===== config.mk =====
export PLATFORM = sky130hd
export DESIGN_NAME = fdc_top
export DESIGN_NICKNAME = d
export VERILOG_FILES = /design/src/rtl/fdc_pkg.sv /design/src/rtl/fdc_host_regs.sv /design/src/rtl/fdc_step_timer.sv /design/src/rtl/fdc_seek_fsm.sv /design/src/rtl/fdc_read_path.sv /design/src/rtl/fdc_top.sv
export SDC_FILE = /design/constraint.sdc
export NUM_CORES = 1
export LEC_CHECK = 0
export ABC_AREA = 1
export CAP_MARGIN = 0
export CORE_MARGIN = 8
export CORE_UTILIZATION = 60
export DETAILED_ROUTE_END_ITERATION = 7
export DONT_BUFFER_PORTS = 1
export PLACE_DENSITY = 0.76
export RECOVER_POWER = 50
export SLEW_MARGIN = 10
export SYNTH_ARGS = -nofsm -noshare
export SYNTH_HDL_FRONTEND = slang
export SYNTH_SLANG_ARGS = --single-unit

===== constraint.sdc =====
create_clock -name clk -period 4.5 [get_ports clk]
set_clock_uncertainty 0.1 [all_clocks]
set_input_delay 0 -clock clk [delete_from_list [all_inputs] [get_ports clk]]
set_output_delay 0 -clock clk [all_outputs]
set_load 0.005 [all_outputs]

===== src/rtl/fdc_pkg.sv =====
/*
 * fdc_pkg: shared definitions for the WD279x-style floppy controller.
 * Register map, step-rate table, command classes and FSM state types.
 */
package fdc_pkg;

	// host register addresses
	localparam logic [1:0] A_CMD_STAT = 2'd0;
	localparam logic [1:0] A_TRACK    = 2'd1;
	localparam logic [1:0] A_SECTOR   = 2'd2;
	localparam logic [1:0] A_DATA     = 2'd3;

	// step interval in ms ticks, indexed by rate code
	localparam logic [3:0][4:0] STEP_MS_TABLE = {5'd30, 5'd20, 5'd12, 5'd6};

	// restore gives up after this many steps
	localparam logic [7:0] MAX_STEPS = 8'd255;

	// index pulses before record-not-found
	localparam logic [2:0] RNF_INDEX_COUNT = 3'd5;

	// decoded from command bits 7..4
	typedef enum logic [2:0] {
		CMD_RESTORE,
		CMD_SEEK,
		CMD_READ,
		CMD_FORCE,
		CMD_NONE
	} cmd_class_t;

	typedef struct packed {
		cmd_class_t cls;
		logic [1:0] rate;
		logic       imm_int;
	} fdc_cmd_t;

	// sector ID field as seen from the drive side
	typedef struct packed {
		logic [7:0] track;
		logic       side;
		logic [7:0] sector;
		logic [1:0] size;
	} fdc_sec_id_t;

	typedef enum logic [2:0] {
		S_IDLE,
		S_DECIDE,
		S_PULSE,
		S_WAIT,
		S_DONE
	} seek_state_t;

	typedef enum logic [1:0] {
		R_IDLE,
		R_SEARCH,
		R_XFER,
		R_DONE
	} rd_state_t;

endpackage


===== src/rtl/fdc_host_regs.sv =====
/*
 * fdc_host_regs: host side of the controller. Strobe edge detection,
 * command/track/sector/data registers, command decode and read-back mux.
 */
`timescale 1ns/1ps

module fdc_host_regs import fdc_pkg::*; (
	input  logic       clk,
	input  logic       arst_n,
	input  logic       cs_n,
	input  logic       rd_n,
	input  logic       wr_n,
	input  logic [1:0] addr,
	input  logic [7:0] din,
	input  logic [7:0] stat_i,
	input  logic [7:0] stat_ii,
	input  logic       busy_i,
	input  logic       busy_ii,
	input  logic [7:0] track_out,
	input  logic       track_wr,
	input  logic [7:0] rd_byte,
	input  logic       byte_wr,
	output logic [7:0] dout,
	output fdc_cmd_t   cmd,
	output logic       cmd_start,
	output logic       data_rd,
	output logic       stat_rd,
	output logic [7:0] track,
	output logic [7:0] sector,
	output logic [7:0] data
);

	logic       wr_prev;
	logic       rd_prev;
	logic       wr_edge;
	logic       rd_edge;
	logic       pending;
	logic       busy;
	logic [7:0] status;
	cmd_class_t din_cls;

	// class of the byte on din
	always_comb begin
		case (din[7:4])
			4'h0:    din_cls = CMD_RESTORE;
			4'h1:    din_cls = CMD_SEEK;
			4'h8:    din_cls = CMD_READ;
			4'hD:    din_cls = CMD_FORCE;
			default: din_cls = CMD_NONE;
		endcase
	end

	// previous strobe samples, idle high
	always_ff @(posedge clk or negedge arst_n) begin
		if (!arst_n) begin
			wr_prev <= 1'b1;
			rd_prev <= 1'b1;
		end else begin
			wr_prev <= wr_n;
			rd_prev <= rd_n;
		end
	end

	assign wr_edge = !cs_n && !wr_n && wr_prev;
	assign rd_edge = !cs_n && !rd_n && rd_prev;
	assign data_rd = rd_edge && (addr == A_DATA);
	assign stat_rd = rd_edge && (addr == A_CMD_STAT);

	// covers the start cycle, before the owning block raises its busy
	assign pending = cmd_start && (cmd.cls inside {CMD_RESTORE, CMD_SEEK, CMD_READ});
	assign busy    = busy_i || busy_ii || pending;

	// command register and start pulse
	always_ff @(posedge clk or negedge arst_n) begin
		if (!arst_n) begin
			cmd       <= '{cls: CMD_NONE, rate: 2'b00, imm_int: 1'b0};
			cmd_start <= 1'b0;
		end else begin
			cmd_start <= 1'b0;
			// force interrupt always gets through
			if (wr_edge && addr == A_CMD_STAT && (!busy || din_cls == CMD_FORCE)) begin
				cmd       <= '{cls: din_cls, rate: din[1:0], imm_int: din[3]};
				cmd_start <= 1'b1;
			end
		end
	end

	// track, sector, data
	always_ff @(posedge clk or negedge arst_n) begin
		if (!arst_n) begin
			track  <= 8'd0;
			sector <= 8'd1;
			data   <= 8'd0;
		end else begin
			// seek machine wins over the host
			if (track_wr)
				track <= track_out;
			else if (wr_edge && addr == A_TRACK && !busy)
				track <= din;
			if (wr_edge && addr == A_SECTOR && !busy)
				sector <= din;
			// disk bytes override a host write
			if (byte_wr)
				data <= rd_byte;
			else if (wr_edge && addr == A_DATA)
				data <= din;
		end
	end

	// status by class of the last command
	always_comb begin
		case (cmd.cls)
			CMD_READ: status = stat_ii;
			CMD_NONE: status = 8'h00;
			default:  status = stat_i;
		endcase
		status[0] = status[0] | pending;
	end

	always_comb begin
		dout = 8'hFF;
		if (!cs_n && !rd_n) begin
			case (addr)
				A_CMD_STAT: dout = status;
				A_TRACK:    dout = track;
				A_SECTOR:   dout = sector;
				default:    dout = data;
			endcase
		end
	end

endmodule


===== src/rtl/fdc_step_timer.sv =====
/*
 * fdc_step_timer: counts ms ticks for one step interval and
 * pulses expired when the interval for the selected rate is over.
 */
`timescale 1ns/1ps

module fdc_step_timer import fdc_pkg::*; (
	input  logic       clk,
	input  logic       arst_n,
	input  logic       start,
	input  logic [1:0] rate,
	input  logic       ms_tick,
	output logic       expired
);

	// remaining ticks, zero when idle
	logic [4:0] count;

	always_ff @(posedge clk or negedge arst_n) begin
		if (!arst_n) begin
			count   <= 5'd0;
			expired <= 1'b0;
		end else begin
			expired <= 1'b0;
			if (start) begin
				// restart even if still running
				count <= STEP_MS_TABLE[rate];
			end else if (ms_tick && count != 5'd0) begin
				count <= count - 5'd1;
				// last tick of the interval
				if (count == 5'd1)
					expired <= 1'b1;
			end
		end
	end

endmodule


===== src/rtl/fdc_seek_fsm.sv =====
/*
 * fdc_seek_fsm: type I commands, restore and seek. Issues step pulses
 * paced by the step timer, updates the track register, builds type I status.
 */
`timescale 1ns/1ps

module fdc_seek_fsm import fdc_pkg::*; (
	input  logic       clk,
	input  logic       arst_n,
	input  fdc_cmd_t   cmd,
	input  logic       cmd_start,
	input  logic       abort,
	input  logic [7:0] track,
	input  logic [7:0] data,
	input  logic       trk00_n,
	input  logic       index_n,
	input  logic       timer_expired,
	output logic       timer_start,
	output logic       step_n,
	output logic       dir_n,
	output logic [7:0] track_out,
	output logic       track_wr,
	output logic       busy,
	output logic [7:0] stat,
	output logic       done
);

	seek_state_t state;
	logic [7:0]  step_cnt;
	logic        seek_err;

	always_ff @(posedge clk or negedge arst_n) begin
		if (!arst_n) begin
			state       <= S_IDLE;
			step_cnt    <= 8'd0;
			seek_err    <= 1'b0;
			busy        <= 1'b0;
			done        <= 1'b0;
			step_n      <= 1'b1;
			dir_n       <= 1'b1;
			track_out   <= 8'd0;
			track_wr    <= 1'b0;
			timer_start <= 1'b0;
		end else begin
			// single-cycle strobes
			step_n      <= 1'b1;
			track_wr    <= 1'b0;
			timer_start <= 1'b0;
			done        <= 1'b0;
			if (abort) begin
				state <= S_IDLE;
				busy  <= 1'b0;
			end else begin
				case (state)
					S_IDLE: begin
						if (cmd_start && (cmd.cls == CMD_RESTORE || cmd.cls == CMD_SEEK)) begin
							busy     <= 1'b1;
							seek_err <= 1'b0;
							step_cnt <= 8'd0;
							state    <= S_DECIDE;
						end
					end
					S_DECIDE: begin
						if (cmd.cls == CMD_RESTORE) begin
							if (!trk00_n) begin
								track_out <= 8'd0;
								track_wr  <= 1'b1;
								state     <= S_DONE;
							end else if (step_cnt == MAX_STEPS) begin
								seek_err <= 1'b1;
								state    <= S_DONE;
							end else begin
								// out toward track 0
								dir_n <= 1'b1;
								state <= S_PULSE;
							end
						end else if (track == data) begin
							state <= S_DONE;
						end else begin
							// low means in, toward higher tracks
							dir_n <= (data < track);
							state <= S_PULSE;
						end
					end
					S_PULSE: begin
						// dir_n settled one cycle ago
						step_n      <= 1'b0;
						timer_start <= 1'b1;
						step_cnt    <= step_cnt + 8'd1;
						if (cmd.cls == CMD_SEEK) begin
							track_out <= dir_n ? track - 8'd1 : track + 8'd1;
							track_wr  <= 1'b1;
						end
						state <= S_WAIT;
					end
					S_WAIT: begin
						if (timer_expired)
							state <= S_DECIDE;
					end
					default: begin
						busy  <= 1'b0;
						done  <= 1'b1;
						state <= S_IDLE;
					end
				endcase
			end
		end
	end

	// seek error, track 0, index, busy
	assign stat = {3'b000, seek_err, 1'b0, !trk00_n, !index_n, busy};

endmodule


===== src/rtl/fdc_read_path.sv =====
/*
 * fdc_read_path: type II read sector. Waits for a matching ID, hands the
 * sector bytes to the data register with DRQ and lost data, or times out as RNF.
 */
`timescale 1ns/1ps

module fdc_read_path import fdc_pkg::*; (
	input  logic        clk,
	input  logic        arst_n,
	input  fdc_cmd_t    cmd,
	input  logic        cmd_start,
	input  logic        abort,
	input  logic [7:0]  track,
	input  logic [7:0]  sector,
	input  logic        index_n,
	input  logic        id_valid,
	input  fdc_sec_id_t id,
	input  logic        byte_valid,
	input  logic [7:0]  byte_in,
	input  logic        data_rd,
	output logic [7:0]  rd_byte,
	output logic        byte_wr,
	output logic        drq,
	output logic        busy,
	output logic [7:0]  stat,
	output logic        done
);

	rd_state_t   state;
	logic [10:0] byte_left;
	logic [2:0]  idx_cnt;
	logic        idx_prev;
	logic        rnf;
	logic        lost;
	logic        idx_fall;

	assign idx_fall = idx_prev && !index_n;

	// bytes go straight into the data register
	assign rd_byte = byte_in;
	assign byte_wr = (state == R_XFER) && byte_valid;

	always_ff @(posedge clk or negedge arst_n) begin
		if (!arst_n) begin
			state     <= R_IDLE;
			byte_left <= 11'd0;
			idx_cnt   <= 3'd0;
			idx_prev  <= 1'b1;
			rnf       <= 1'b0;
			lost      <= 1'b0;
			drq       <= 1'b0;
			busy      <= 1'b0;
			done      <= 1'b0;
		end else begin
			idx_prev <= index_n;
			done     <= 1'b0;
			// host read clears drq, a new byte sets it again
			if (data_rd)
				drq <= 1'b0;
			if (abort) begin
				state <= R_IDLE;
				busy  <= 1'b0;
				drq   <= 1'b0;
			end else begin
				case (state)
					R_IDLE: begin
						if (cmd_start && cmd.cls == CMD_READ) begin
							busy    <= 1'b1;
							rnf     <= 1'b0;
							lost    <= 1'b0;
							drq     <= 1'b0;
							idx_cnt <= 3'd0;
							state   <= R_SEARCH;
						end
					end
					R_SEARCH: begin
						if (id_valid && id.track == track && id.sector == sector) begin
							byte_left <= 11'd128 << id.size;
							state     <= R_XFER;
						end else if (idx_fall) begin
							if (idx_cnt == RNF_INDEX_COUNT - 3'd1) begin
								rnf   <= 1'b1;
								state <= R_DONE;
							end else begin
								idx_cnt <= idx_cnt + 3'd1;
							end
						end
					end
					R_XFER: begin
						if (byte_valid) begin
							// previous byte never taken
							if (drq && !data_rd)
								lost <= 1'b1;
							drq       <= 1'b1;
							byte_left <= byte_left - 11'd1;
							if (byte_left == 11'd1)
								state <= R_DONE;
						end
					end
					default: begin
						busy  <= 1'b0;
						done  <= 1'b1;
						state <= R_IDLE;
					end
				endcase
			end
		end
	end

	// rnf, lost data, drq, busy
	assign stat = {3'b000, rnf, 1'b0, lost, drq, busy};

endmodule


===== src/rtl/fdc_top.sv =====
/*
 * fdc_top: floppy controller top. Host registers, step timer,
 * type I seek machine and type II read path, plus INTRQ and force interrupt.
 */
`timescale 1ns/1ps

module fdc_top import fdc_pkg::*; (
	input  logic        clk,
	input  logic        arst_n,
	input  logic        cs_n,
	input  logic        rd_n,
	input  logic        wr_n,
	input  logic [1:0]  addr,
	input  logic [7:0]  din,
	input  logic        ms_tick,
	input  logic        trk00_n,
	input  logic        index_n,
	input  logic        id_valid,
	input  fdc_sec_id_t id,
	input  logic        byte_valid,
	input  logic [7:0]  byte_in,
	output logic [7:0]  dout,
	output logic        drq,
	output logic        intrq,
	output logic        step_n,
	output logic        dir_n
);

	fdc_cmd_t   cmd;
	logic       cmd_start;
	logic       data_rd;
	logic       stat_rd;
	logic [7:0] track;
	logic [7:0] sector;
	logic [7:0] data;
	logic [7:0] stat_i;
	logic [7:0] stat_ii;
	logic       busy_i;
	logic       busy_ii;
	logic       done_i;
	logic       done_ii;
	logic [7:0] track_out;
	logic       track_wr;
	logic [7:0] rd_byte;
	logic       byte_wr;
	logic       timer_start;
	logic       timer_expired;
	logic       abort;
	logic       int_set;

	// force interrupt stops whatever runs
	assign abort   = cmd_start && cmd.cls == CMD_FORCE;
	assign int_set = done_i || done_ii || (abort && cmd.imm_int);

	// set wins over clear
	always_ff @(posedge clk or negedge arst_n) begin
		if (!arst_n)
			intrq <= 1'b0;
		else if (int_set)
			intrq <= 1'b1;
		else if (stat_rd || cmd_start)
			intrq <= 1'b0;
	end

	fdc_host_regs u_regs (
		.clk       (clk),
		.arst_n    (arst_n),
		.cs_n      (cs_n),
		.rd_n      (rd_n),
		.wr_n      (wr_n),
		.addr      (addr),
		.din       (din),
		.stat_i    (stat_i),
		.stat_ii   (stat_ii),
		.busy_i    (busy_i),
		.busy_ii   (busy_ii),
		.track_out (track_out),
		.track_wr  (track_wr),
		.rd_byte   (rd_byte),
		.byte_wr   (byte_wr),
		.dout      (dout),
		.cmd       (cmd),
		.cmd_start (cmd_start),
		.data_rd   (data_rd),
		.stat_rd   (stat_rd),
		.track     (track),
		.sector    (sector),
		.data      (data)
	);

	fdc_step_timer u_timer (
		.clk     (clk),
		.arst_n  (arst_n),
		.start   (timer_start),
		.rate    (cmd.rate),
		.ms_tick (ms_tick),
		.expired (timer_expired)
	);

	fdc_seek_fsm u_seek (
		.clk           (clk),
		.arst_n        (arst_n),
		.cmd           (cmd),
		.cmd_start     (cmd_start),
		.abort         (abort),
		.track         (track),
		.data          (data),
		.trk00_n       (trk00_n),
		.index_n       (index_n),
		.timer_expired (timer_expired),
		.timer_start   (timer_start),
		.step_n        (step_n),
		.dir_n         (dir_n),
		.track_out     (track_out),
		.track_wr      (track_wr),
		.busy          (busy_i),
		.stat          (stat_i),
		.done          (done_i)
	);

	fdc_read_path u_read (
		.clk        (clk),
		.arst_n     (arst_n),
		.cmd        (cmd),
		.cmd_start  (cmd_start),
		.abort      (abort),
		.track      (track),
		.sector     (sector),
		.index_n    (index_n),
		.id_valid   (id_valid),
		.id         (id),
		.byte_valid (byte_valid),
		.byte_in    (byte_in),
		.data_rd    (data_rd),
		.rd_byte    (rd_byte),
		.byte_wr    (byte_wr),
		.drq        (drq),
		.busy       (busy_ii),
		.stat       (stat_ii),
		.done       (done_ii)
	);

endmodule


==> results of run 1 <==
==> critical path: stages, from the launching register on <==
cell	delay, ns
sky130_fd_sc_hd__dfrtp_1	0.43
sky130_fd_sc_hd__inv_1	0.10
sky130_fd_sc_hd__ha_1	0.60
sky130_fd_sc_hd__nand2_1	0.45
sky130_fd_sc_hd__o21ai_1	0.65
sky130_fd_sc_hd__nor2_1	0.15
sky130_fd_sc_hd__a31oi_1	0.20
sky130_fd_sc_hd__dlygate4sd3_1	0.57
==> how the worst max path moves through the flow <==
stage | slack, ns | endpoint | from | cells past startpoint
3_5_place_dp | 1.89 | u_regs.data[0] | u_read.state[0] | 6
2_1_floorplan | 2.66 | u_seek.track_out[3] | u_seek.dir_n | 5
3_3_place_gp | 1.97 | u_regs.data[1] | u_read.state[0] | 6
4_1_cts | 1.37 | u_regs.data[2] | u_read.state[0] | 7
5_1_grt | 0.92 | u_regs.data[2] | u_read.state[0] | 7
6_report | 1.19 | u_regs.data[2] | u_read.state[0] | 7
==> power groups by stage <==
stage	Combinational, mW	Sequential [mW]	Clock (mW)
after floorplan	1.29	1.26	0
after global placement	1.49	1.33	0
after detailed placement	1.57	1.35	0
after CTS	1.67	1.33	0.584
after global routing	1.96	1.37	0.616
final	1.71	1.34	0.573
==> kinds of logic after synthesis <==
| group | count (synthesis) |
|---|---|
| AO/OA/AOI/OAI | 141 |
| XOR/XNOR | 11 |
| AND/OR/NAND/NOR | 323 |
| flip-flops | 88 |
| adder cells (fa/ha/maj) | 28 |
| buffers and inverters | 124 |
==> cells in the final DEF, fill, tap and decap left out, drive strengths merged, types with 2 or more instances in the layout <==
master         n
dfrtp         81
a31oi          5
clkbuf        10
nor3          14
dfstp          7
xnor2          8
or2            8
and2           2
nand2        167
a21oi         38
ha            27
nor2          66
nor4           3
o21a           3
nand3         46
dlygate4sd3   39
o21ai         62
o211ai        13
nand4         14
inv          117
o22ai         11
xor2           3
==> Yosys cell counts, types with 5 or more instances <==
cell / n
sky130_fd_sc_hd__o22ai_1: 11
sky130_fd_sc_hd__dfrtp_1: 81
sky130_fd_sc_hd__inv_2: 10
sky130_fd_sc_hd__inv_1: 103
sky130_fd_sc_hd__nand4_1: 14
sky130_fd_sc_hd__ha_1: 27
sky130_fd_sc_hd__o21ai_0: 52
sky130_fd_sc_hd__xnor2_1: 8
sky130_fd_sc_hd__nor2_1: 60
sky130_fd_sc_hd__a21oi_1: 36
sky130_fd_sc_hd__o211ai_1: 13
sky130_fd_sc_hd__nand2_1: 162
sky130_fd_sc_hd__buf_2: 7
sky130_fd_sc_hd__dfstp_2: 7
sky130_fd_sc_hd__or2_2: 7
sky130_fd_sc_hd__o21ai_1: 10
sky130_fd_sc_hd__a31oi_1: 5
sky130_fd_sc_hd__nor3_1: 11
sky130_fd_sc_hd__nand3_1: 44
==> metrics by stage <==
stage / utilization [%] / setup slack, ns / instance area, µm²
after floorplan: - / 2.66 / 5400
after global placement: 62.8 / 1.97 / 5480
after detailed placement: 62.8 / 1.89 / 5480
after CTS: 69.9 / 1.37 / 6100
after global routing: 69.7 / 0.923 / 6080
final: 69.7 / 1.19 / 6080
==> registers in the layout, summed over array words and instances (netlist names), 3 cells and up <==
register,flops
u_read.idx_cnt,3
u_regs.sector,8
u_regs.data,8
u_read.byte_left,11
u_seek.state,3
u_regs.track,8
u_seek.step_cnt,8
u_regs.cmd,6
u_timer.count,5
u_seek.track_out,8
==> metal layers <==
| metal | part of all wire (%) | GRT usage (%) | vias to the layer above |
|---|---|---|---|
| li1 | - | - | 2425 |
| met1 | 41 | 27.8 | 2384 |
| met2 | 49 | 40.2 | 173 |
| met3 | 6.5 | 4.38 | 35 |
| met4 | 2.7 | 9.28 | 0 |
| met5 | 0 | 0 | - |
==> final cells by class <==
cell class | count | area (µm²) | share of cell area (%)
Sequential cell | 88 | 2210 | 36.4
Tap cell | 108 | 135 | 2.22
Clock buffer | 9 | 124 | 2.04
Multi-Input combinational cell | 503 | 2710 | 44.6
Inverter | 113 | 424 | 6.98
Timing Repair Buffer | 40 | 395 | 6.51
Clock inverter | 7 | 77.6 | 1.28
==> key figures, run 1 <==
Outcome
  – Outcome: finished, violations left
  – Failing checks: capacitance limit, slew limit

Drt
  – Total iterations of the first detailed-routing run: 6
  – Number of DRC violations after detailed-routing iteration 0: around 380
  – WL final: 14.3 mm
  – Via density per instance: 5.78
  – Via count of the routed design: 5,017
  – Remaining antenna violation count: 0
  – Wirelength per Cell: 16.4 µm
  – Post-detailed-route DRC marker count: 0

Synth
  – Synth Area per Inst: 7.55 µm²
  – Leading post-synthesis cells by cell area: sky130_fd_sc_hd__dfrtp_1 38%, sky130_fd_sc_hd__nand2_1 11%, sky130_fd_sc_hd__inv_1 7.2%, sky130_fd_sc_hd__ha_1 6.3%, sky130_fd_sc_hd__o21ai_0 4.8%
  – Mapped Cells: 715
  – Async set-reset flop share out of synthesis: 100%
  – Warnings from Yosys: 0
  – Distinct cells, synth: 46
  – Combinational family with the most area after synthesis: simple AND/OR/NAND/NOR gates
  – Prevailing post-synth register cell: sky130_fd_sc_hd__dfrtp_1
  – Number of storage elements in the synthesis netlist: 88
  – EDFF count, synth: 0
  – Post-synthesis share of cell area spent on xor and xnor gates: 1.79%
  – Simple-Gate Fraction of Synth Area: a little over a quarter
  – Multiplexer fraction of the synthesized cell area: 0%
  – Post-synth top area share: 37.6%
  – Post-synth net total: 790
  – Seq/Total Area, Yosys: 41.0%
  – Area share of fa/ha/maj cells after synthesis: 6.63%
  – Post-synthesis compound-gate area fraction: 15.0%
  – Post-Synthesis Cell Area: 5400 µm²
  – Post-synth top area cell: sky130_fd_sc_hd__dfrtp_1

Critical path
  – Slack of the worst reg-to-reg path: around 1.2 ns
  – Path depth of the worst reg2reg path: 7
  – Reg2Reg Capture Point: u_regs.data[2]
  – Launch point of the worst reg-to-reg path: u_read.state[0]
  – Worst Setup Start Kind: flop
  – Critical path required time: roughly 4.7 ns
  – Arrival time worst endpoint: 3.52 ns
  – Category of the critical setup timing path: flop to flop
  – Critical Path Sink Type: flop
  – Highest fanout seen on the critical path: 19

Floorplanning
  – Die ar.: 12,300 µm²
  – Overall die height: 111 µm
  – Starting utilization of the core area: 61.9%
  – Floorplan Core Area: around 8700 µm²
  – DIE WIDTH: 111 µm
  – Rows: 34
  – IO Count: 59

STA
  – Unrepaired setup endpoints after global routing: false
  – Final cycle utilization of the critical path: 73.7%
  – Timing-limited maximum frequency: approximately 0.3 GHz
  – Hold_ws: 0.0431 ns
  – Fin. max-slew vios: 89
  – Final TNS setup: 0 ns
  – Worst-margin pin slew: 2.18 ns
  – Worst relative slew slack: -45.0%
  – Final worst path period need: 3.31 ns
  – Final setup violation count: 0
  – Number of hold violations in the final report: 0

CTS
  – Post-CTS repair timing setup buffer count: 0
  – Number of buffers inserted during clock tree synthesis: 9
  – Root cell of the clock tree: sky130_fd_sc_hd__clkbuf_8
  – Worst-case clock buffer depth: 2
  – Clock latency at the later pin of the worst-skew pair: 0.36 ns
  – CTS resizes: 0
  – Sink count of the clock tree: 88
  – Max H-tree Level: 3
  – Clock-pin transition on the worst setup and hold timing paths: 0.10 ns
  – TritonCTS clock tree: done
  – # hold bufs at CTS: 40

Finish
  – FILL cells: just over 700
  – Fin nets: slightly above 800
  – Antenna diode count: 0
  – Proportion of layout cells with a drive suffix above 1: between 7 and 8%
  – Final instance count without filler cells: 868
  – Area growth from synthesis to layout: 12.6%

Min path
  – Worst Hold Depth: 5
  – Min-delay worst type: input port to flop
  – Hold wc startpoint: wr_n
  – WHS Endpoint: u_regs.sector[0]

Power and ir drop
  – Static leakage: 2.96 nW
  – Total power of the final layout: 3.63 mW
  – IR Drop Worst-Case VDD: approximately 0.34 mV
  – Internal power component: 2.01 mW
  – Combinational power share: 47.2%
  – Share of total power in the clock network: 15.8%
  – Switching Share: 44.6%
  – Net switching power: 1.62 mW
  – Seq pwr share: 36.9%
  – Pwr/cell area: between 500 and 600 nW/µm²

Placement
  – Final GP Congestion: 0.853
  – Total of buffers placed on input and output ports: 0
  – Placed instance count: 812
  – HPWL after detailed placement: 10.0 mm

Job
  – Number of max-cap violations: 1

GRT
  – Grt ovf: 0
  – Aggregate global-route resource usage: 23.3%
  – First-pass GRT wire length: 23.9 mm
  – Via count of the first global-routing pass: 4,943
  – Maximum number of pins on one net before global-route repair: 89
  – Antenna violations before repair: 0
No activity file was read; power rests on OpenSTA's default activity.
==> run 2: changes to the inputs <==
ABC_AREA = 0   (was 1)
CORE_UTILIZATION = 58   (was 60)
clock period = 2.9 ns   (was 4.5 ns; I/O delays follow)
==> key figures, run 2 <==
Placement
  – Total of buffers placed on input and output ports: 0
  – HPWL after detailed placement: 10.5 mm
  – Final GP Congestion: 0.911

Synth
  – Number of storage elements in the synthesis netlist: slightly below 90
  – Prevailing post-synth register cell: sky130_fd_sc_hd__dfrtp_1
  – Warnings from Yosys: 0
  – Post-synth net total: about 670
  – Async set-reset flop share out of synthesis: 100%
  – Post-synth top area cell: sky130_fd_sc_hd__dfrtp_1
  – Mapped Cells: 590
  – Most common library cells after synthesis: 81 x sky130_fd_sc_hd__dfrtp_1, 53 x sky130_fd_sc_hd__nor2_1, 47 x sky130_fd_sc_hd__nand2_1
  – Seq/Total Area, Yosys: 39.4%
  – Distinct cells, synth: 73
  – Most frequent cell after synthesis: sky130_fd_sc_hd__dfrtp_1
  – EDFF count, synth: 0
  – Leading post-synthesis cells by cell area: sky130_fd_sc_hd__dfrtp_1 36%, sky130_fd_sc_hd__ha_1 6.0%, sky130_fd_sc_hd__xnor2_1 4.2%, sky130_fd_sc_hd__nor2_1 3.5%, sky130_fd_sc_hd__mux2i_1 3.4%
  – Post-synth top area share: a little over a third
  – Synth Area per Inst: about 9.5 µm²
  – Post-Synthesis Cell Area: 5610 µm²

Floorplanning
  – Starting utilization of the core area: between 50% and 60%
  – DIE WIDTH: 114 µm
  – Rows: 36
  – Die ar.: roughly 13,000 µm²
  – IO Count: 59
  – Floorplan Core Area: 9590 µm²
  – Overall die height: 114 µm

Critical path
  – Top cell by count, worst path: sky130_fd_sc_hd__mux2i_1
  – CP Launch Point: u_read.state[0]
  – Arrival time worst endpoint: 2.87 ns
  – Launch point of the worst reg-to-reg path: u_read.state[0]
  – Longest individual stage delay on the worst path: 0.59 ns
  – CP cell instances: inv_1 -> ha_1 -> mux2i_1 -> nor2_1 -> nand3_1 -> o21ai_0 -> mux2i_1
  – Critical Path Sink Type: flop
  – Critical path required time: 3.08 ns
  – Library cell contributing the largest single delay on the critical path: sky130_fd_sc_hd__o21ai_0
  – Slack of the worst reg-to-reg path: between 0.2 and 0.25 ns
  – Number of buffer and inverter stages on the critical path: 1
  – Worst Setup Start Kind: flop
  – Kind of cell with the highest combined delay on the critical path: compound AO/OA/AOI/OAI gates
  – Path depth of the worst reg2reg path: 7
  – Path length in cells of the critical path: 7
  – Category of the critical setup timing path: flop to flop
  – Reg2Reg Capture Point: u_read.byte_left[0]
  – Highest fanout seen on the critical path: 10
  – Critical path destination: u_read.byte_left[0]

GRT
  – Aggregate global-route resource usage: between 20% and 30%
  – First-pass GRT wire length: 24.1 mm
  – Grt ovf: 0
  – Maximum number of pins on one net before global-route repair: just under 90
  – Antenna violations before repair: 1
  – Via count of the first global-routing pass: 4,754

Power and ir drop
  – Pwr/cell area: 932 nW/µm²
  – Internal power component: 3.25 mW
  – Seq pwr share: between 30 and 40%
  – Share of total power in the clock network: 13.8%
  – Static leakage: ~2.7 nW
  – Combinational power share: about half
  – Net switching power: ~2.6 mW
  – IR Drop Worst-Case VDD: 0.469 mV
  – Switching Share: between 40 and 50%

CTS
  – Sink count of the clock tree: between 80 and 90
  – Post-CTS repair timing setup buffer count: 0
  – Clock-pin transition on the worst setup and hold timing paths: 0.10 ns
  – Number of buffers inserted during clock tree synthesis: 9
  – Worst-case clock buffer depth: 2
  – Clock latency at the later pin of the worst-skew pair: around 0.37 ns
  – TritonCTS clock tree: done
  – Root cell of the clock tree: sky130_fd_sc_hd__clkbuf_8
  – # hold bufs at CTS: 30
  – Max H-tree Level: 3
  – CTS resizes: 0

Drt
  – Via density per instance: between 6 and 7
  – Post-detailed-route DRC marker count: 0
  – Number of DRC violations after detailed-routing iteration 0: 351
  – Wirelength per Cell: 19.6 µm
  – Via count of the routed design: 4,780
  – WL final: 14.8 mm
  – Remaining antenna violation count: 0
  – Total iterations of the first detailed-routing run: 4

STA
  – Worst relative slew slack: -44.8%
  – Final TNS setup: 0 ns
  – Worst-margin pin slew: around 2.2 ns
  – Timing-limited maximum frequency: 0.372 GHz
  – Unrepaired setup endpoints after global routing: false
  – Final setup violation count: 0
  – Final cycle utilization of the critical path: ~90%
  – Final worst path period need: approximately 2.7 ns
  – Hold_ws: 0.0456 ns
  – Fin. max-slew vios: 89
  – Number of hold violations in the final report: 0

Finish
  – Most common library cell in the layout ignoring fill and taps: sky130_fd_sc_hd__dfrtp_1
  – Fin nets: 694
  – Area growth from synthesis to layout: 11.4%
  – Most flops, register: u_read.byte_left
  – Largest register FFs: 11
  – Most frequent cells in the layout: 81 x sky130_fd_sc_hd__dfrtp_1, 53 x sky130_fd_sc_hd__nor2_1, 47 x sky130_fd_sc_hd__nand2_1, 36 x sky130_fd_sc_hd__inv_1, 36 x sky130_fd_sc_hd__o21ai_0
  – Proportion of layout cells with a drive suffix above 1: 11.9%

Outcome
  – Failing checks: capacitance limit, slew limit
  – Outcome: finished, violations left

Job
  – Number of max-cap violations: 1

Min path
  – Min-delay worst type: input port to flop
-- run 2: cell count changes after synthesis, sizes merged, moves of 16 or more --
cell | before | now
nand2 | 167 | 47
nand3 | 46 | 11
mux2 | 0 | 17
o21ai | 62 | 38
xnor2 | 8 | 27
clkbuf | 4 | 20
mux2i | 0 | 19
inv | 113 | 37
-- run 2: area by class of cell --
| type | count | area, µm² |
|---|---|---|
| fill | 757 | 3340 |
| multi-input combinational | 437 | 3140 |
| sequential | 88 | 2210 |
| timing repair buffer | 46 | 415 |
| tap | 133 | 166 |
| inverter | 37 | 141 |
| clock buffer | 10 | 128 |
| clock inverter | 6 | 51.3 |
| antenna | 1 | 2.50 |
-- run 2: per-layer routing --
metal	global-route usage (%)	part of all wire [%]
met1	29.5	42
met2	36.9	46
met3	7.28	9.5
met4	8.52	2.5
met5	0	0
-- run 2: kinds of logic after synthesis --
family,synth area share (%)
mux,8.87
fa+ha+maj,6.38
buf+inv,4.73
compound gates,18.3
xor+xnor,5.46
flops,39.4
simple gates,16.9
-- run 2: worst register-to-register path, delay by kind of cell (launching register included) --
| kind | cells | cell delay, ns |
|---|---|---|
| AO/OA/AOI/OAI | 1 | 0.59 |
| adder cells (fa/ha/maj) | 1 | 0.36 |
| buffers and inverters | 1 | 0.13 |
| flip-flops | 1 | 0.45 |
| multiplexers | 2 | 0.43 |
| AND/OR/NAND/NOR | 2 | 0.55 |
-- run 2: power by group through the flow --
stage	logic (mW)	registers (mW)	clock network (mW)
after floorplan	2.18	1.96	0
after global placement	2.57	2.13	0
after detailed placement	2.69	2.16	0
after CTS	2.79	2.14	0.819
after global routing	3.20	2.20	0.865
final	2.87	2.15	0.805
-- run 2: worst min-delay path by stage --
| stage | slack [ns] | depth (start not counted) | end | start |
|---|---|---|---|---|
| global placement | -0.39 | 0 | u_regs.sector[2] | arst_n |
| floorplan | -0.40 | 0 | intrq | arst_n |
| finish | 0.05 | 5 | u_read.byte_left[8] | id[8] |
| CTS | 0.004 | 5 | u_read.byte_left[8] | id[8] |
| detailed placement | -0.39 | 0 | u_regs.sector[3] | arst_n |
| global route | 0.06 | 1 | dout[5] | addr[1] |
-- run 2: metrics by stage --
step / instance area, µm² / setup slack [ns] / total power [mW] / instances / utilization [%]
global placement: 5770 / 0.463 / 4.70 / 711 / 60.2
CTS: 6270 / 0.334 / 5.75 / 757 / 65.4
finish: 6250 / 0.214 / 5.82 / 758 / 65.2
floorplan: 5610 / 0.657 / 4.14 / 590 / -
detailed placement: 5770 / 0.377 / 4.86 / 711 / 60.2
global route: 6250 / 0.0675 / 6.27 / 758 / 65.2
